## config.mk

```make
export PLATFORM = sky130hd
export DESIGN_NAME = cpuControl
export DESIGN_NICKNAME = d
export VERILOG_FILES = /design/src/design/cpuControlPkg.sv /design/src/design/cpuControl.sv /design/src/design/controlDecoder.sv /design/src/design/cycleSequencer.sv /design/src/design/statusFlags.sv /design/src/design/irqGate.sv
export SDC_FILE = /design/constraint.sdc
export NUM_CORES = 1
export LEC_CHECK = 0
export BUFFER_PORTS_ARGS = -buffer_cell sky130_fd_sc_hd__buf_2
export CORE_MARGIN = 2
export CORE_UTILIZATION = 51
export DETAILED_ROUTE_END_ITERATION = 8
export GPL_ROUTABILITY_DRIVEN = 0
export PLACE_DENSITY = 0.8
export SETUP_SLACK_MARGIN = 0.4
export SLEW_MARGIN = 20
export SYNTH_ARGS = -nofsm -noshare
export SYNTH_HDL_FRONTEND = slang
export SYNTH_SLANG_ARGS = --single-unit
```

## constraint.sdc

```tcl
create_clock -name Clock -period 2.13 [get_ports Clock]
set_input_delay 0.213 -clock Clock [delete_from_list [all_inputs] [get_ports Clock]]
set_output_delay 0.213 -clock Clock [all_outputs]
set_load 0.01 [all_outputs]
```

## src/design/cpuControlPkg.sv

```systemverilog
// Shared encodings and control bundles for the 16-bit processor control unit
package cpuControlPkg;

	// Status register layout
	localparam int StatusWidth = 4;
	localparam int FlagZ = 0;
	localparam int FlagC = 1;
	localparam int FlagV = 2;
	localparam int FlagN = 3;

	// Instruction opcode in the top five bits of OpcodeCondIn
	typedef enum logic [4:0] {
		ADD,
		ADDI,
		ADDIB,
		ADC,
		ADCI,
		SUB,
		SUBI,
		SUBIB,
		SUC,
		SUCI,
		NEG,
		CMP,
		CMPI,
		AND,
		OR,
		XOR,
		NAND,
		NOR,
		NOT,
		LSL,
		LSR,
		ASR,
		LDW,
		STW,
		BRANCH,
		INTCTL
	} opcodeT;

	// Condition field, low three bits
	typedef enum logic [2:0] {
		BR,
		BNE,
		BE,
		BLT,
		BGE,
		JMP
	} branchT;

	// INTCTL reuses the condition field as a sub-code
	localparam branchT INTEN = branchT'(3'd1);
	localparam branchT INTDIS = branchT'(3'd2);

	typedef enum logic [1:0] {fetch, execute, interrupt} majorStateT;
	typedef enum logic [2:0] {cycle0, cycle1, cycle2, cycle3, cycle4} subCycleT;

	// Datapath selects, zero encoding is the idle choice
	typedef enum logic [1:0] {Pc1, PcAluOut, PcInt} pcSelT;
	typedef enum logic {Op1Rd1, Op1Pc} op1SelT;
	typedef enum logic [1:0] {Op2Imm, Op2Rd2, Op2Zero} op2SelT;
	typedef enum logic {ImmLong, ImmShort} immSelT;
	typedef enum logic [1:0] {Rs1Ra, Rs1Rd, Rs1Sp} rs1SelT;
	typedef enum logic {RwRd, RwSp} rwSelT;
	typedef enum logic {WdAlu, WdSys} wdSelT;
	typedef enum logic [1:0] {NoOr, AddOr, SubOr} aluOrT;

	typedef struct packed {
		logic AluEn;
		logic AluWe;
		logic PcEn;
		logic PcWe;
		logic RegWe;
		logic IrWe;
		pcSelT PcSel;
		op1SelT Op1Sel;
		op2SelT Op2Sel;
		immSelT ImmSel;
		rs1SelT Rs1Sel;
		rwSelT RwSel;
		wdSelT WdSel;
		aluOrT AluOr;
	} dpControlT;

	// Memory bus strobes, the n-prefixed ones are active low
	typedef struct packed {
		logic Ale;
		logic nMe;
		logic nOe;
		logic nWe;
		logic MemEn;
		logic Enb;
	} busStrobeT;

endpackage
```

## src/design/cpuControl.sv

```systemverilog
// Processor control unit top joining sequencer, decoder, status and interrupt logic
`timescale 1ns/10ps

module cpuControl import cpuControlPkg::*; (
	input logic Clock,
	input logic nReset,
	input logic [7:0] OpcodeCondIn,
	input logic [StatusWidth-1:0] Flags,
	input logic nIRQ,
	input logic nWait,
	output logic AluEn,
	output logic AluWe,
	output logic PcEn,
	output logic PcWe,
	output logic RegWe,
	output logic IrWe,
	output pcSelT PcSel,
	output op1SelT Op1Sel,
	output op2SelT Op2Sel,
	output immSelT ImmSel,
	output rs1SelT Rs1Sel,
	output rwSelT RwSel,
	output wdSelT WdSel,
	output aluOrT AluOr,
	output logic Ale,
	output logic nMe,
	output logic nOe,
	output logic nWe,
	output logic MemEn,
	output logic Enb,
	output logic [StatusWidth-1:0] StatusReg,
	output logic CFlag
);

	majorStateT state;
	subCycleT subCycle;
	dpControlT control;
	busStrobeT strobes;
	branchT branchCode;
	logic memOp;
	logic intReq;
	logic intEnable;
	logic intDisable;
	logic statusWe;
	logic condTrue;

	assign branchCode = branchT'(OpcodeCondIn[2:0]);

	irqGate irqGate_inst (
		.Clock(Clock),
		.nReset(nReset),
		.nIRQ(nIRQ),
		.IntEnable(intEnable),
		.IntDisable(intDisable),
		.IntReq(intReq)
	);

	statusFlags statusFlags_inst (
		.Clock(Clock),
		.nReset(nReset),
		.Flags(Flags),
		.StatusWe(statusWe),
		.BranchCode(branchCode),
		.StatusReg(StatusReg),
		.CFlag(CFlag),
		.CondTrue(condTrue)
	);

	cycleSequencer cycleSequencer_inst (
		.Clock(Clock),
		.nReset(nReset),
		.nWait(nWait),
		.MemOp(memOp),
		.IntReq(intReq),
		.State(state),
		.SubCycle(subCycle)
	);

	controlDecoder controlDecoder_inst (
		.State(state),
		.SubCycle(subCycle),
		.OpcodeCondIn(OpcodeCondIn),
		.nWait(nWait),
		.CondTrue(condTrue),
		.Control(control),
		.Strobes(strobes),
		.MemOp(memOp),
		.StatusWe(statusWe),
		.IntEnable(intEnable),
		.IntDisable(intDisable)
	);

	// Datapath controls out as separate pins
	assign AluEn = control.AluEn;
	assign AluWe = control.AluWe;
	assign PcEn = control.PcEn;
	assign PcWe = control.PcWe;
	assign RegWe = control.RegWe;
	assign IrWe = control.IrWe;
	assign PcSel = control.PcSel;
	assign Op1Sel = control.Op1Sel;
	assign Op2Sel = control.Op2Sel;
	assign ImmSel = control.ImmSel;
	assign Rs1Sel = control.Rs1Sel;
	assign RwSel = control.RwSel;
	assign WdSel = control.WdSel;
	assign AluOr = control.AluOr;

	// Bus strobes
	assign Ale = strobes.Ale;
	assign nMe = strobes.nMe;
	assign nOe = strobes.nOe;
	assign nWe = strobes.nWe;
	assign MemEn = strobes.MemEn;
	assign Enb = strobes.Enb;

endmodule

```

## src/design/controlDecoder.sv

```systemverilog
// Control decoder mapping state, sub-cycle and instruction onto every control line
`timescale 1ns/10ps

module controlDecoder import cpuControlPkg::*; (
	input majorStateT State,
	input subCycleT SubCycle,
	input logic [7:0] OpcodeCondIn,
	input logic nWait,
	input logic CondTrue,
	output dpControlT Control,
	output busStrobeT Strobes,
	output logic MemOp,
	output logic StatusWe,
	output logic IntEnable,
	output logic IntDisable
);

	opcodeT opcode;
	branchT branchCode;

	assign opcode = opcodeT'(OpcodeCondIn[7:3]);
	assign branchCode = branchT'(OpcodeCondIn[2:0]);

	// Loads and stores are the only data memory users
	assign MemOp = (opcode == LDW) || (opcode == STW);

	always_comb begin
		// Enables low, selects at their idle encodings
		Control = '0;
		Strobes = '{Ale: 1'b0, nMe: 1'b1, nOe: 1'b1, nWe: 1'b1, MemEn: 1'b0, Enb: 1'b0};
		StatusWe = 1'b0;
		IntEnable = 1'b0;
		IntDisable = 1'b0;
		case (State)
			fetch: begin
				case (SubCycle)
					cycle0: begin
						Strobes.Ale = 1'b1;
						Control.PcEn = 1'b1;
					end
					cycle1: begin
						Strobes.nMe = 1'b0;
						Strobes.MemEn = 1'b1;
						Control.PcEn = 1'b1;
					end
					cycle2: begin
						Strobes.nMe = 1'b0;
						Strobes.nOe = 1'b0;
						Strobes.MemEn = 1'b1;
						Strobes.Enb = 1'b1;
						// IR captures on the edge that ends the wait
						Control.IrWe = nWait;
					end
					cycle3: Control.PcEn = 1'b1;
					default: begin
					end
				endcase
			end
			execute: begin
				case (SubCycle)
					cycle4: begin
						case (opcode)
							ADD, ADDI, ADDIB, ADC, ADCI, SUB, SUBI, SUBIB, SUC, SUCI, NEG,
							CMP, CMPI, AND, OR, XOR, NAND, NOR, NOT, LSL, LSR, ASR: begin
								Control.PcEn = 1'b1;
								Control.PcWe = 1'b1;
								Control.PcSel = Pc1;
								StatusWe = 1'b1;
								// Compares only touch the flags
								Control.RegWe = (opcode != CMP) && (opcode != CMPI);
								case (opcode)
									ADD, ADC, SUB, SUC, CMP, AND, OR, XOR, NAND, NOR:
										Control.Op2Sel = Op2Rd2;
									ADDI, ADCI, SUBI, SUCI, CMPI, LSL, LSR, ASR:
										Control.ImmSel = ImmShort;
									ADDIB, SUBIB:
										Control.Rs1Sel = Rs1Rd;
									default: begin
									end
								endcase
							end
							LDW, STW: begin
								// Address add before the bus cycle
								Control.AluEn = 1'b1;
								Control.AluWe = 1'b1;
								Control.ImmSel = ImmShort;
							end
							BRANCH: begin
								Control.AluEn = 1'b1;
								Control.PcWe = 1'b1;
								if (branchCode == JMP) begin
									Control.ImmSel = ImmShort;
									Control.Op1Sel = Op1Rd1;
								end else begin
									Control.ImmSel = ImmLong;
									Control.Op1Sel = Op1Pc;
								end
								Control.PcSel = CondTrue ? PcAluOut : Pc1;
							end
							INTCTL: begin
								Control.PcEn = 1'b1;
								Control.PcWe = 1'b1;
								Control.PcSel = Pc1;
								IntEnable = (branchCode == INTEN);
								IntDisable = (branchCode == INTDIS);
							end
							default: begin
							end
						endcase
					end
					cycle0: begin
						if (MemOp) begin
							Strobes.Ale = 1'b1;
							Control.ImmSel = ImmShort;
							Control.AluEn = 1'b1;
						end
					end
					cycle1: begin
						if (MemOp) begin
							Strobes.nMe = 1'b0;
							Strobes.MemEn = (opcode == LDW);
							Control.Rs1Sel = Rs1Rd;
							Control.Op2Sel = Op2Zero;
							Control.AluEn = 1'b1;
							Control.AluWe = 1'b1;
						end
					end
					cycle2: begin
						Control.PcWe = nWait;
						Control.PcSel = Pc1;
						Strobes.nMe = 1'b0;
						if (opcode == LDW) begin
							Strobes.nOe = 1'b0;
							Strobes.MemEn = 1'b1;
							Strobes.Enb = 1'b1;
							Control.WdSel = WdSys;
							Control.RegWe = nWait;
						end else begin
							// Store data held on the bus
							Control.AluEn = 1'b1;
							Control.Op2Sel = Op2Zero;
						end
					end
					cycle3: begin
						if (opcode == STW) begin
							Strobes.nWe = 1'b0;
							Control.AluEn = 1'b1;
							Control.Op2Sel = Op2Zero;
						end else begin
							Control.PcEn = 1'b1;
						end
					end
					default: begin
					end
				endcase
			end
			interrupt: begin
				case (SubCycle)
					cycle4: begin
						// Drop the stack pointer and block nesting
						IntDisable = 1'b1;
						Control.Rs1Sel = Rs1Sp;
						Control.RwSel = RwSp;
						Control.AluOr = SubOr;
						Control.Op2Sel = Op2Zero;
						Control.AluEn = 1'b1;
						Control.AluWe = 1'b1;
						Control.RegWe = 1'b1;
					end
					cycle0: begin
						Strobes.Ale = 1'b1;
						Control.Rs1Sel = Rs1Sp;
						Control.AluOr = SubOr;
						Control.Op2Sel = Op2Zero;
						Control.AluEn = 1'b1;
					end
					cycle1: begin
						Strobes.nMe = 1'b0;
						Control.Op2Sel = Op2Zero;
						Control.AluEn = 1'b1;
					end
					cycle2: begin
						// PC onto the bus as store data
						Strobes.nMe = 1'b0;
						Control.PcEn = 1'b1;
					end
					cycle3: begin
						Strobes.nWe = 1'b0;
						Control.PcEn = 1'b1;
						Control.PcWe = 1'b1;
						Control.PcSel = PcInt;
					end
					default: begin
					end
				endcase
			end
			default: begin
			end
		endcase
	end

endmodule

```

## src/design/cycleSequencer.sv

```systemverilog
// Cycle sequencer stepping fetch, execute and interrupt through their sub-cycles
`timescale 1ns/10ps

module cycleSequencer import cpuControlPkg::*; (
	input logic Clock,
	input logic nReset,
	input logic nWait,
	input logic MemOp,
	input logic IntReq,
	output majorStateT State,
	output subCycleT SubCycle
);

	majorStateT nextState;
	subCycleT nextSub;
	majorStateT exitState;
	subCycleT exitSub;

	// Where execute goes once the instruction is done
	assign exitState = IntReq ? interrupt : fetch;
	assign exitSub = IntReq ? cycle4 : cycle0;

	always_comb begin
		nextState = State;
		nextSub = SubCycle;
		case (State)
			fetch: begin
				case (SubCycle)
					cycle0: nextSub = cycle1;
					cycle1: nextSub = cycle2;
					// Read held here while the memory is slow
					cycle2: begin
						if (nWait)
							nextSub = cycle3;
					end
					cycle3: begin
						nextState = execute;
						nextSub = cycle4;
					end
					default: nextSub = cycle0;
				endcase
			end
			execute: begin
				case (SubCycle)
					cycle4: begin
						if (MemOp) begin
							nextSub = cycle0;
						end else begin
							nextState = exitState;
							nextSub = exitSub;
						end
					end
					cycle0: nextSub = cycle1;
					cycle1: nextSub = cycle2;
					cycle2: begin
						if (nWait)
							nextSub = cycle3;
					end
					cycle3: begin
						nextState = exitState;
						nextSub = exitSub;
					end
					default: nextSub = cycle0;
				endcase
			end
			interrupt: begin
				// Fixed length, no wait states on the stack write
				case (SubCycle)
					cycle4: nextSub = cycle0;
					cycle0: nextSub = cycle1;
					cycle1: nextSub = cycle2;
					cycle2: nextSub = cycle3;
					default: begin
						nextState = fetch;
						nextSub = cycle0;
					end
				endcase
			end
			default: begin
				nextState = fetch;
				nextSub = cycle0;
			end
		endcase
	end

	always_ff @(posedge Clock or negedge nReset) begin
		if (!nReset) begin
			State <= fetch;
			SubCycle <= cycle0;
		end else begin
			State <= nextState;
			SubCycle <= nextSub;
		end
	end

endmodule

```

## src/design/statusFlags.sv

```systemverilog
// Status register holding the ALU flags and evaluating branch conditions
`timescale 1ns/10ps

module statusFlags import cpuControlPkg::*; (
	input logic Clock,
	input logic nReset,
	input logic [StatusWidth-1:0] Flags,
	input logic StatusWe,
	input branchT BranchCode,
	output logic [StatusWidth-1:0] StatusReg,
	output logic CFlag,
	output logic CondTrue
);

	always_ff @(posedge Clock or negedge nReset) begin
		if (!nReset)
			StatusReg <= '0;
		else if (StatusWe)
			StatusReg <= Flags;
	end

	assign CFlag = StatusReg[FlagC];

	// Signed compares look at N against V
	always_comb begin
		case (BranchCode)
			BR, JMP:
				CondTrue = 1'b1;
			BNE:
				CondTrue = ~StatusReg[FlagZ];
			BE:
				CondTrue = StatusReg[FlagZ];
			BLT:
				CondTrue = StatusReg[FlagN] ^ StatusReg[FlagV];
			BGE:
				CondTrue = ~(StatusReg[FlagN] ^ StatusReg[FlagV]);
			default:
				CondTrue = 1'b0;
		endcase
	end

endmodule

```

## src/design/irqGate.sv

```systemverilog
// Interrupt request gate that synchronises nIRQ and masks it with the enable flag
`timescale 1ns/10ps

module irqGate (
	input logic Clock,
	input logic nReset,
	input logic nIRQ,
	input logic IntEnable,
	input logic IntDisable,
	output logic IntReq
);

	logic irqMeta;
	logic irqSync;
	logic intEnabled;

	always_ff @(posedge Clock or negedge nReset) begin
		if (!nReset) begin
			irqMeta <= 1'b0;
			irqSync <= 1'b0;
			intEnabled <= 1'b0;
		end else begin
			// Two stages before the request is used
			irqMeta <= ~nIRQ;
			irqSync <= irqMeta;
			// Disable wins if both arrive together
			if (IntDisable)
				intEnabled <= 1'b0;
			else if (IntEnable)
				intEnabled <= 1'b1;
		end
	end

	assign IntReq = irqSync & intEnabled;

endmodule

```

==> results of run 1 <==
==> per-layer routing <==
| layer | share of wire, % | track usage (%) | vias up |
|---|---|---|---|
| li1 | - | - | 795 |
| met1 | 37 | 35.5 | 836 |
| met2 | 47 | 48.1 | 158 |
| met3 | 10 | 5.35 | 35 |
| met4 | 4.6 | 13.3 | 0 |
| met5 | 0 | 0 | - |
==> registers in the layout, indices dropped and copies added, names as in the netlist <==
register,count
cycleSequencer_inst.State,2
cycleSequencer_inst.SubCycle,3
irqGate_inst.intEnabled,1
irqGate_inst.irqMeta,1
irqGate_inst.irqSync,1
statusFlags_inst.StatusReg,4
==> kinds of logic (layout without fill, tap and decap cells) <==
family / after synthesis / after routing / synth area share [%]
and+or+nand+nor: 69 / 69 / 31.7
AOI/OAI and AO/OA: 54 / 54 / 25.7
buffers and inverters: 26 / 94 / 8.19
DFF: 12 / 12 / 21.6
muxes: 7 / 7 / 5.49
adders and majority gates: 6 / 6 / 5.22
xor gates and xnor gates: 3 / 3 / 1.89
other: 1 / 1 / 0.270
==> layout make-up <==
| type | instances | area (sq um) | share of cell area (%) |
|---|---|---|---|
| flip-flops and latches | 12 | 304 | 14.2 |
| well taps | 30 | 37.5 | 1.75 |
| clock buffers | 3 | 22.5 | 1.05 |
| inverters | 9 | 33.8 | 1.57 |
| multi-input cells | 140 | 1200 | 55.7 |
| repair buffers | 82 | 553 | 25.8 |
==> repair_timing <==
item / CTS / global route
hold buffers: 1 / 0
gates cloned: 0 / 0
endpoints found under the setup margin: 26 / 29
hold endpoints to repair: 12 / 0
buffers inserted: 23 / 11
pin swaps: 10 / 5
resized for setup: 35 / 23
==> worst max-delay path: cells and delay by family (launching register included) <==
| family | cells | cell delay (ns) |
|---|---|---|
| simple gates | 2 | 0.20 |
| flops | 1 | 0.41 |
| fa+ha+maj | 1 | 0.19 |
| buf+inv | 4 | 0.59 |
| compound gates | 1 | 0.19 |
==> synth_stat cells, types with 2 or more instances <==
library cell  instances  area (sq um)
a22o_1                2          17.5
nor3_1                6          30.0
buf_2                 7          35.0
nor4_1                3          18.8
nand2_1               9          33.8
nand3_1               4          20.0
ha_1                  5          62.6
nor3b_1               2          15.0
and3b_1               4          35.0
o22ai_1               2          12.5
a21o_1                4          30.0
o41ai_1               2          17.5
and2_1                2          12.5
a2111oi_0             2          17.5
o21ai_0              11          55.1
mux2i_1               2          20.0
o21a_1                2          15.0
xnor2_1               2          17.5
clkbuf_1              8          30.0
buf_4                 2          15.0
inv_1                 9          33.8
nand2b_1              9          56.3
mux2_1                5          56.3
dfrtp_1              12           300
a21oi_1              14          70.1
and3_1                5          31.3
nor2b_1               5          31.3
a31oi_1               2          12.5
nor2_1                8          30.0
==> power by group through the flow <==
| stage | combinational, mW | clock, mW | sequential (mW) |
|---|---|---|---|
| finish | 1.63 | 0.132 | 0.420 |
| global route | 1.73 | 0.148 | 0.430 |
| CTS | 1.32 | 0.135 | 0.404 |
| detailed placement | 0.921 | 0 | 0.445 |
| global placement | 0.900 | 0 | 0.435 |
| floorplan | 0.704 | 0 | 0.374 |
==> metrics by stage <==
| step | hold slack (ns) | utilization [%] |
|---|---|---|
| 2_1_floorplan | -0.0826 | - |
| 3_3_place_gp | 0.0931 | 63.6 |
| 3_5_place_dp | 0.0968 | 63.6 |
| 4_1_cts | 0.0793 | 78.1 |
| 5_1_grt | 0.0746 | 85.1 |
| 6_report | 0.0798 | 85.1 |
==> how the worst max path moves through the flow <==
stage                                  from         to  slack (ns)  depth (start not counted)
2_1_floorplan  cycleSequencer_inst.State[0]  Op2Sel[1]        0.35                          6
3_3_place_gp   cycleSequencer_inst.State[0]  Op2Sel[1]        0.18                          7
3_5_place_dp   cycleSequencer_inst.State[0]  Op2Sel[1]        0.08                          7
4_1_cts        cycleSequencer_inst.State[0]  Op2Sel[1]        0.15                          7
5_1_grt        cycleSequencer_inst.State[0]  Op2Sel[1]       -0.02                          7
6_report       cycleSequencer_inst.State[0]       PcWe        0.07                          8
==> PnR_summary.wiki, run 1 <==
{| class="wikitable"
! Metric !! Value
|-
| DRC violations left || 0
|-
| Slack of the critical path || approximately 0.074 ns
|-
| Placed cell area || between 1500 and 2000 sq um
|-
| Vias in the first global route || between 1,500 and 2,000
|-
| Number of buffer cells added on primary ports || 43
|-
| Clk network pwr share || 6.0%
|-
| Status || completed
|-
| Yosys cell types || between 50 and 60
|-
| Number of CTS-inserted buffers || 3
|-
| Fraction of final layout cells sized beyond drive strength 1 || between 50% and 60%
|-
| First-pass GRT wire length || 7400 um
|-
| Most common cell after layout, fill and taps aside || buf_2
|-
| Critical path launch point type || flip-flop
|-
| Clk sink count || 12
|-
| Portion of the clock cycle consumed by the worst path in the final layout || 96.5%
|-
| # nets final || between 200 and 300
|-
| Worst stage delay on the critical path || about 0.4 ns
|-
| WP data required || about 1.9 ns
|-
| Cell area after layout || 2150 sq um
|-
| Setup TNS || 0 ns
|-
| Max Clock Skew || 0.00411 ns
|-
| Antenna Cells || 0
|-
| Starting density of the core || 55.1%
|-
| Proportion of synthesized chip area in sequential cells || 21.6%
|-
| Net count after synthesis || roughly 200
|-
| CTS max path bufs || 2
|-
| Async SR Flop Fraction || 100%
|-
| H-tree Lvls || 1
|-
| Depth of the worst register-to-register path || 8
|-
| Area growth syn-to-layout || 54.5%
|-
| Number of cells in the finished layout apart from fillers || 276
|-
| Netlist Area Pre-Place || 1390 sq um
|-
| Initial antenna violation count || 0
|-
| Final routed wirelength across all metal layers || 5390 um
|-
| Wire per inst || about 20 um
|-
| Min Clock Period, post-route || between 2 and 2.5 ns
|-
| Data arrival time at the worst-slack endpoint || ~1.8 ns
|-
| Final number of hold-violating endpoints || 0
|-
| Ordered list of cells on the worst path || buf_4 -> ha_4 -> buf_4 -> buf_12 -> nor2b_1 -> o21ai_1 -> nor2_1 -> buf_2
|-
| First DRT Iteration DRCs || between 150 and 200
|-
| CTS clk-pin slew, worst paths || approximately 0.07 ns
|-
| Total power density per cell area || 1020 nW/um^2
|-
| Total Power || 2.18 mW
|-
| Static Leakage || approximately 1 nW
|-
| Power spent charging and discharging nets || ~1.0 mW
|-
| Number of inserted filler cells in the final layout || 135
|-
| Most instantiated flip-flop cell in the synthesis netlist || dfrtp_1
|-
| Worst hold path cell count || 2
|-
| Area of the core || roughly 2500 sq um
|-
| Slowest cell on crit path || dfrtp_1
|-
| Global-route congestion overflow total || 0
|-
| Type of the tightest min-delay check || input pin to flip-flop
|-
| TritonCTS clock tree || yes
|-
| Reg-to-reg endpoint || cycleSequencer_inst.State[1]
|-
| Final antenna-violating net count || 0
|-
| R2r setup slk || 0.22 ns
|-
| Total iterations of the first detailed-routing run || 5
|-
| Count of pins on the block boundary || 45
|-
| Post-Syn Area per Cell || slightly below 8 sq um
|-
| Via-to-Cell Ratio || about 6.6
|-
| Total of warnings raised by yosys || 0
|-
| Hold_sp || nIRQ
|-
| Type of the setup path with the least slack || flip-flop to output port
|-
| Proportion of total power due to net switching || a little under half
|-
| Worst R2R Start || cycleSequencer_inst.State[0]
|-
| Peak clock frequency supported by timing || 486 MHz
|-
| Hold Path Sink || irqGate_inst.irqMeta
|-
| Logic gate share of total power || between 70% and 80%
|-
| Yosys reg bits || 12
|-
| Sort of element at the end of the critical path || output port
|-
| Number of cells after detailed placement || 238
|-
| Cell repeated most along the worst path || buf_4
|-
| HPWL after DPL || around 2600 um
|-
| Setup slack after placement || approximately 0.075 ns
|-
| Post-synth EDFFs || 0
|-
| Die outline area || 3160 sq um
|-
| Setup repair after global routing missed its margin || yes
|-
| Largest voltage drop on the vdd net || 0.00101 V
|-
| Vert. Die Dim || 56.2 um
|-
| Leading cell types in the layout, fill and taps excluded || buf_2 (42), buf_4 (33), a21oi_1 (11), dfrtp_1 (9), nand2b_1 (8)
|-
| Max-slew violation total from the final report || 0
|-
| Gr usage total || 28.8%
|-
| Clock root buffer || clkbuf_4
|-
| Maximum number of pins on one net before global-route repair || 22
|-
| Setup-violating endpoint count in the final report || 0
|-
| Cell Int Power || between 1 and 1.5 mW
|-
| Number of instances in the synthesized netlist || about 180
|-
| Via count of the routed design || between 1,500 and 2,000
|-
| # rows || 18
|-
| Skew-Pair Late Insertion Delay || ~0.26 ns
|-
| Critical path fanouts, max || 12
|-
| Relative contribution of sequential cells to total power || roughly a fifth
|-
| Horiz. Die Dim || about 56 um
|-
| Max-Cap Viols || 0
|}
Note: power is estimated with default switching activity, not from simulation.
==> inputs of run 2 (changes only) <==
Settings changed: REMOVE_ABC_BUFFERS from default to 1.
==> run 2 against run 1 <==
- clock power is 38% higher
- critical path depth stayed put
- wire length is 9.4% lower
- die area stayed put
- via count is 3.6% lower
- core utilization is 5.5 points lower
- sequential cell count stayed put
- clock skew is 0.0035 ns higher
- clock-buffer cell count is 1 higher
- sequential share of layout area is 0.85 points higher
- largest power group unchanged
==> PnR_summary.wiki, run 2 (same netlist as run 1, synthesis figures left out) <==
{| class="wikitable"
! Metric !! Value
|-
| Buffers plus inverters on the worst setup path || 5 (was 4)
|-
| Setup TNS || 0 ns (unchanged)
|-
| Power spent charging and discharging nets || 0.936 mW (was 1.01 mW)
|-
| Vias in the first global route || 1,540 (was 1,630)
|-
| WP data required || 1.92 ns (about the same)
|-
| Setup-violating endpoint count in the final report || 0 (unchanged)
|-
| Number of inserted filler cells in the final layout || 160 (was 135)
|-
| Top Registers || statusFlags_inst.StatusReg x4, cycleSequencer_inst.SubCycle x3, cycleSequencer_inst.State x2 (unchanged)
|-
| Die outline area || 3160 sq um (unchanged)
|-
| Flip-flop count of the largest register, all copies and words added || 4 (unchanged)
|-
| HPWL after DPL || 2820 um (was 2650 um)
|-
| Max Clock Skew || 0.00759 ns (was 0.00411 ns)
|-
| H-tree Lvls || 1 (unchanged)
|-
| Number of CTS-inserted buffers || 3 (unchanged)
|-
| Vert. Die Dim || 56.2 um (unchanged)
|-
| First-pass GRT wire length || 7190 um (was 7400 um)
|-
| Status || completed (unchanged)
|-
| Max-Cap Viols || 0 (unchanged)
|-
| Cell Int Power || 1.12 mW (was 1.18 mW)
|-
| Cell family with most CP delay || buffers and inverters (unchanged)
|-
| Worst stage delay on the critical path || 0.40 ns (was 0.41 ns)
|-
| Final number of hold-violating endpoints || 0 (unchanged)
|-
| Slowest cell on crit path || dfrtp_1 (unchanged)
|-
| Clk sink count || 12 (unchanged)
|-
| Starting density of the core || 55.1% (unchanged)
|-
| Largest voltage drop on the vdd net || 0.000948 V (was 0.00101 V)
|-
| Critical path launch point type || flip-flop (unchanged)
|-
| First DRT Iteration DRCs || 154 (was 155)
|-
| Logic gate share of total power || 72.9% (was 74.7%)
|-
| Clk network pwr share || 8.8% (was 6.0%)
|-
| Final Hold Slack || 0.0718 ns (was 0.0798 ns)
|-
| CTS max path bufs || 2 (unchanged)
|-
| Type of the setup path with the least slack || flip-flop to output port (unchanged)
|-
| TritonCTS clock tree || yes (unchanged)
|-
| Min Clock Period, post-route || 2.02 ns (was 2.06 ns)
|-
| Total power density per cell area || 1020 nW/um^2 (about the same)
|-
| # nets final || 258 (was 269)
|-
| Data arrival time at the worst-slack endpoint || 1.81 ns (was 1.84 ns)
|-
| Final antenna-violating net count || 0 (unchanged)
|-
| Count of pins on the block boundary || 45 (unchanged)
|-
| Peak clock frequency supported by timing || 494 MHz (was 486 MHz)
|-
| Leading cell types in the layout, fill and taps excluded || buf_2 (43), buf_4 (19), dfrtp_1 (11), a21oi_1 (9) (was buf_2 (42), buf_4 (33), a21oi_1 (11), dfrtp_1 (9), nand2b_1 (8))
|-
| Sort of element at the end of the critical path || output port (unchanged)
|-
| Register ranked first by flip-flop count || statusFlags_inst.StatusReg (unchanged)
|-
| Core Util, Final || 79.6% (was 85.1%)
|-
| Initial antenna violation count || 0 (unchanged)
|-
| Portion of the clock cycle consumed by the worst path in the final layout || 95.0% (was 96.5%)
|-
| Global-route congestion overflow total || 0 (unchanged)
|-
| Gr usage total || 27.8% (was 28.8%)
|-
| Cell repeated most along the worst path || buf_4 (unchanged)
|-
| Fraction of final layout cells sized beyond drive strength 1 || 42.8% (was 50.4%)
|-
| Area of the core || 2520 sq um (unchanged)
|-
| Final routed wirelength across all metal layers || 4880 um (was 5390 um)
|-
| Horiz. Die Dim || 56.2 um (unchanged)
|-
| Type of the tightest min-delay check || input pin to flip-flop (unchanged)
|-
| Most common cell after layout, fill and taps aside || buf_2 (unchanged)
|-
| CTS clk-pin slew, worst paths || 0.08 ns (was 0.07 ns)
|-
| Ordered list of cells on the worst path || buf_4 -> ha_4 -> buf_4 -> buf_8 -> buf_4 -> a21oi_4 -> o32ai_2 -> buf_2 (was buf_4 -> ha_4 -> buf_4 -> buf_12 -> nor2b_1 -> o21ai_1 -> nor2_1 -> buf_2)
|-
| Skew-Pair Late Insertion Delay || 0.28 ns (was 0.26 ns)
|-
| Proportion of total power due to net switching || 45.5% (was 46.2%)
|-
| Via count of the routed design || 1,758 (was 1,824)
|-
| Number of buffer cells added on primary ports || 43 (unchanged)
|-
| Total iterations of the first detailed-routing run || 4 (was 5)
|-
| Relative contribution of sequential cells to total power || 18.3% (was 19.2%)
|-
| Clock root buffer || clkbuf_4 (unchanged)
|-
| # rows || 18 (unchanged)
|-
| Area growth syn-to-layout || 44.5% (was 54.5%)
|-
| Maximum number of pins on one net before global-route repair || 22 (unchanged)
|-
| Antenna Cells || 0 (unchanged)
|-
| Critical path fanouts, max || 11 (was 12)
|-
| Setup slack after placement || 0.0551 ns (was 0.0752 ns)
|-
| Setup repair after global routing missed its margin || yes (unchanged)
|-
| Wire per inst || 18.3 um (was 19.5 um)
|-
| Static Leakage || 0.933 nW (was 1.02 nW)
|-
| Max-slew violation total from the final report || 0 (unchanged)
|-
| DRC violations left || 0 (unchanged)
|-
| Slack of the critical path || 0.106 ns (was 0.0739 ns)
|-
| Via-to-Cell Ratio || 6.61 (about the same)
|}
==> run 2: cell count changes in the layout (fill, tap and decap cells not counted), sizes merged <==
cell	delta
clkbuf	+1
buf	-11
==> run 2: area by class of cell <==
class                      instances  area, sq um  share of cell area [%]
multi-input combinational        140         1130                    56.2
timing repair buffer              71          470                    23.4
clock buffer                       4         36.3                    1.81
inverter                           9         33.8                    1.68
tap                               30         37.5                    1.87
sequential                        12          302                    15.0
==> run 2: power groups by stage <==
stage,registers (mW),logic (mW),clock network [mW]
after detailed placement,0.383,1.00,0
after global placement,0.374,0.966,0
after floorplan,0.450,0.554,0
final,0.376,1.50,0.182
after CTS,0.372,1.21,0.184
after global routing,0.384,1.59,0.196
==> run 2: per-stage QoR <==
| step | instance area [sq um] | std cells | total power, mW |
|---|---|---|---|
| floorplan | 1310 | 161 | 1.00 |
| global placement | 1600 | 239 | 1.34 |
| detailed placement | 1600 | 239 | 1.38 |
| CTS | 1830 | 254 | 1.77 |
| global route | 2010 | 266 | 2.17 |
| finish | 2010 | 266 | 2.06 |
==> run 2: repair_timing <==
item,in CTS,in global routing
endpoints found under the hold margin,12,0
endpoints found under the setup margin,26,25
resized for setup,26,19
pin swaps,7,8
hold buffers,1,0
setup buffers,10,12
==> run 2: path summary, 6_finish.rpt <==
| check | to | startpoint | slack, ns | cells past startpoint |
|---|---|---|---|---|
| max | AluEn | cycleSequencer_inst.State[0] | 0.11 | 8 |
| min | irqGate_inst.irqMeta | nIRQ | 0.07 | 2 |
| max reg2reg | cycleSequencer_inst.State[1] | cycleSequencer_inst.State[0] | 0.27 | 7 |
| min reg2reg | irqGate_inst.irqSync | irqGate_inst.irqMeta | 0.36 | 0 |
| max in group asynchronous | cycleSequencer_inst.SubCycle[2] | nReset | 1.55 | 2 |
| min in group asynchronous | cycleSequencer_inst.State[1] | nReset | 0.34 | 2 |
==> run 2: worst register-to-register path: stages (launching register included) <==
cell and delay (ns):
dfrtp_1 0.40, buf_4 0.17, ha_4 0.19, buf_4 0.15, buf_8 0.14, buf_4 0.14
a32o_1 0.25, mux2_4 0.31
==> run 2: metal layers <==
layer,up-vias,wire (um),GRT usage (%)
met5,-,0,0
met4,0,263,13.3
met3,34,491,4.42
met2,148,2310,47.2
met1,805,1820,34.1
li1,771,-,-
==> inputs of run 3 (changes only) <==
Settings changed: CORE_ASPECT_RATIO from default to 1.4.
==> run 3 against run 2 <==
- combinational power up 8%
- global-route usage is 7.3 points higher
- power up 6.1%
- critical path type unchanged
==> PnR_summary.wiki, run 3 (same netlist as run 1, synthesis figures left out) <==
{| class="wikitable"
! Metric !! Value
|-
| Status || completed (unchanged)
|-
| Via-to-Cell Ratio || 6.37 (was 6.61)
|-
| Ordered list of cells on the worst path || inv_2 -> ha_4 -> nand2_4 -> a21o_1 -> or3_1 -> o22ai_1 -> buf_2 (was buf_4 -> ha_4 -> buf_4 -> buf_8 -> buf_4 -> a21oi_4 -> o32ai_2 -> buf_2)
|-
| Max-Cap Viols || 0 (unchanged)
|-
| Type of the tightest min-delay check || input pin to flip-flop (unchanged)
|-
| Worst R2R Start || cycleSequencer_inst.State[0] (unchanged)
|-
| First-pass GRT wire length || 7890 um (was 7190 um)
|-
| Hold_sp || nIRQ (unchanged)
|-
| Wire per inst || 19.4 um (was 18.3 um)
|-
| Total iterations of the first detailed-routing run || 5 (was 4)
|-
| Area of the core || 2620 sq um (was 2520 sq um)
|-
| Buffers plus inverters on the worst setup path || 2 (was 5)
|-
| R2r setup slk || 0.36 ns (was 0.27 ns)
|-
| Worst stage delay on the critical path || 0.37 ns (was 0.40 ns)
|-
| Reg-to-reg endpoint || cycleSequencer_inst.State[1] (unchanged)
|-
| H-tree Lvls || 1 (unchanged)
|-
| Final antenna-violating net count || 0 (unchanged)
|-
| Initial antenna violation count || 0 (unchanged)
|-
| Via count of the routed design || 1,789 (was 1,758)
|-
| Antenna Cells || 0 (unchanged)
|-
| Launching element of the worst setup path || cycleSequencer_inst.State[1] (was cycleSequencer_inst.State[0])
|-
| Data arrival time at the worst-slack endpoint || 1.80 ns (was 1.81 ns)
|-
| Fraction of final layout cells sized beyond drive strength 1 || 49.0% (was 42.8%)
|-
| TritonCTS clock tree || yes (unchanged)
|-
| Peak clock frequency supported by timing || 497 MHz (was 494 MHz)
|-
| Setup repair after global routing missed its margin || yes (unchanged)
|-
| Critical path launch point type || flip-flop (unchanged)
|-
| Worst hold path cell count || 2 (unchanged)
|-
| Slowest cell on crit path || dfrtp_1 (unchanged)
|-
| Clock root buffer || clkbuf_4 (unchanged)
|-
| Area growth syn-to-layout || 54.1% (was 44.5%)
|-
| Portion of the clock cycle consumed by the worst path in the final layout || 94.5% (was 95.0%)
|-
| Horiz. Die Dim || 48.1 um (was 56.2 um)
|-
| Die outline area || 3170 sq um (was 3160 sq um)
|-
| Setup TNS || 0 ns (unchanged)
|-
| CTS clk-pin slew, worst paths || 0.07 ns (was 0.08 ns)
|-
| Final number of hold-violating endpoints || 0 (unchanged)
|-
| Gr usage total || 35.2% (was 27.8%)
|-
| Cell family with most CP delay || flip-flops (was buffers and inverters)
|-
| Skew-Pair Late Insertion Delay || 0.27 ns (was 0.28 ns)
|-
| Most common cell after layout, fill and taps aside || buf_2 (unchanged)
|-
| CTS max path bufs || 2 (unchanged)
|-
| First DRT Iteration DRCs || 75 (was 154)
|-
| Max-slew violation total from the final report || 0 (unchanged)
|-
| Total Power || 2.18 mW (was 2.06 mW)
|-
| Leading cell types in the layout, fill and taps excluded || buf_2 (41), buf_4 (23), buf_6 (15), a21oi_1 (10) (was buf_2 (43), buf_4 (19), dfrtp_1 (11), a21oi_1 (9))
|-
| Flip-flop count of the largest register, all copies and words added || 4 (unchanged)
|-
| Depth of the worst register-to-register path || 8 (was 7)
|-
| # rows || 22 (was 18)
|-
| Number of buffer cells added on primary ports || 43 (unchanged)
|-
| Global-route congestion overflow total || 0 (unchanged)
|-
| Setup-violating endpoint count in the final report || 0 (unchanged)
|-
| Number of cells after detailed placement || 247 (was 239)
|-
| Number of CTS-inserted buffers || 3 (unchanged)
|-
| Critical path fanouts, max || 3 (was 11)
|-
| HPWL after DPL || 2770 um (was 2820 um)
|-
| DRC violations left || 0 (unchanged)
|-
| Final routed wirelength across all metal layers || 5460 um (was 4880 um)
|-
| Max Clock Skew || 0.00250 ns (was 0.00759 ns)
|-
| Maximum number of pins on one net before global-route repair || 22 (unchanged)
|-
| Count of pins on the block boundary || 45 (unchanged)
|-
| Number of inserted filler cells in the final layout || 156 (was 160)
|-
| Register ranked first by flip-flop count || statusFlags_inst.StatusReg (unchanged)
|-
| Sort of element at the end of the critical path || output port (unchanged)
|-
| Starting density of the core || 53.2% (was 55.1%)
|-
| Static Leakage || 1.02 nW (was 0.933 nW)
|-
| Type of the setup path with the least slack || flip-flop to output port (unchanged)
|-
| Largest voltage drop on the vdd net || 0.000786 V (was 0.000948 V)
|-
| Number of cells in the finished layout apart from fillers || 281 (was 266)
|-
| Total power density per cell area || 1020 nW/um^2 (about the same)
|-
| # nets final || 267 (was 258)
|-
| Vias in the first global route || 1,646 (was 1,540)
|-
| Min Clock Period, post-route || 2.01 ns (was 2.02 ns)
|-
| Clk sink count || 12 (unchanged)
|-
| Vert. Die Dim || 65.8 um (was 56.2 um)
|-
| Top Registers || statusFlags_inst.StatusReg x4, cycleSequencer_inst.SubCycle x3, cycleSequencer_inst.State x2 (unchanged)
|-
| Hold Path Sink || irqGate_inst.irqMeta (unchanged)
|-
| WP data required || 1.92 ns (about the same)
|}
run 3: cell count changes in the layout (fill, tap and decap cells not counted), sizes merged:
cell  previous run  this run
buf             70        79
run 3: routing by layer:
layer	GRT usage (%)	vias up	share of wire (%)
li1	-	792	-
met1	41.0	841	36
met2	58.5	120	52
met3	7.10	36	6.6
met4	16.6	0	5.6
met5	0	-	0
run 3: final cells by class:
cell class | instances | area, sq um | share of cell area [%]
Clock buffer | 4 | 36.3 | 1.69
Inverter | 9 | 36.3 | 1.69
Multi-Input combinational cell | 140 | 1160 | 54.3
Sequential cell | 12 | 305 | 14.3
Tap cell | 36 | 45.0 | 2.10
Timing Repair Buffer | 80 | 557 | 26.0
run 3: worst reg2reg max path, delay by kind of cell (launching register included):
| family | cells | cell delay [ns] |
|---|---|---|
| AO/OA/AOI/OAI | 2 | 0.39 |
| adder cells (fa/ha/maj) | 1 | 0.16 |
| buffers and inverters | 4 | 0.42 |
| flip-flops | 1 | 0.40 |
| multiplexers | 1 | 0.29 |
run 3: through the flow:
stage | hold slack (ns) | instance area [sq um] | util [%] | setup WS (ns)
4_1_cts | 0.0683 | 2040 | 78.1 | 0.136
3_3_place_gp | 0.0975 | 1620 | 62.1 | 0.162
5_1_grt | 0.0626 | 2140 | 81.9 | 0.0674
3_5_place_dp | 0.0993 | 1620 | 62.1 | 0.0798
2_1_floorplan | -0.0826 | 1310 | - | 0.135
6_report | 0.0766 | 2140 | 81.9 | 0.117
run 3: worst max-delay path by stage:
stage	to	depth (start not counted)
after floorplan	Op2Sel[1]	6
after global placement	Op2Sel[1]	7
after detailed placement	Op2Sel[1]	7
after CTS	Op2Sel[1]	7
after global routing	Ale	7
final	Op2Sel[1]	7
run 3: timing repair:
action / 4_1_cts / 5_1_grt
endpoints found under the hold margin: 12 / 0
pin swaps: 19 / 13
hold buffers: 1 / 0
gates resized for setup: 47 / 18
gates cloned: 0 / 0
endpoints found under the setup margin: 30 / 25
buffers inserted: 28 / 1
run 3: where the power goes:
part,switching (mW),internal (mW),total (mW)
registers,0.0819,0.305,0.387
logic,0.860,0.759,1.62
clock network,0.0713,0.104,0.175
total,1.01,1.17,2.18
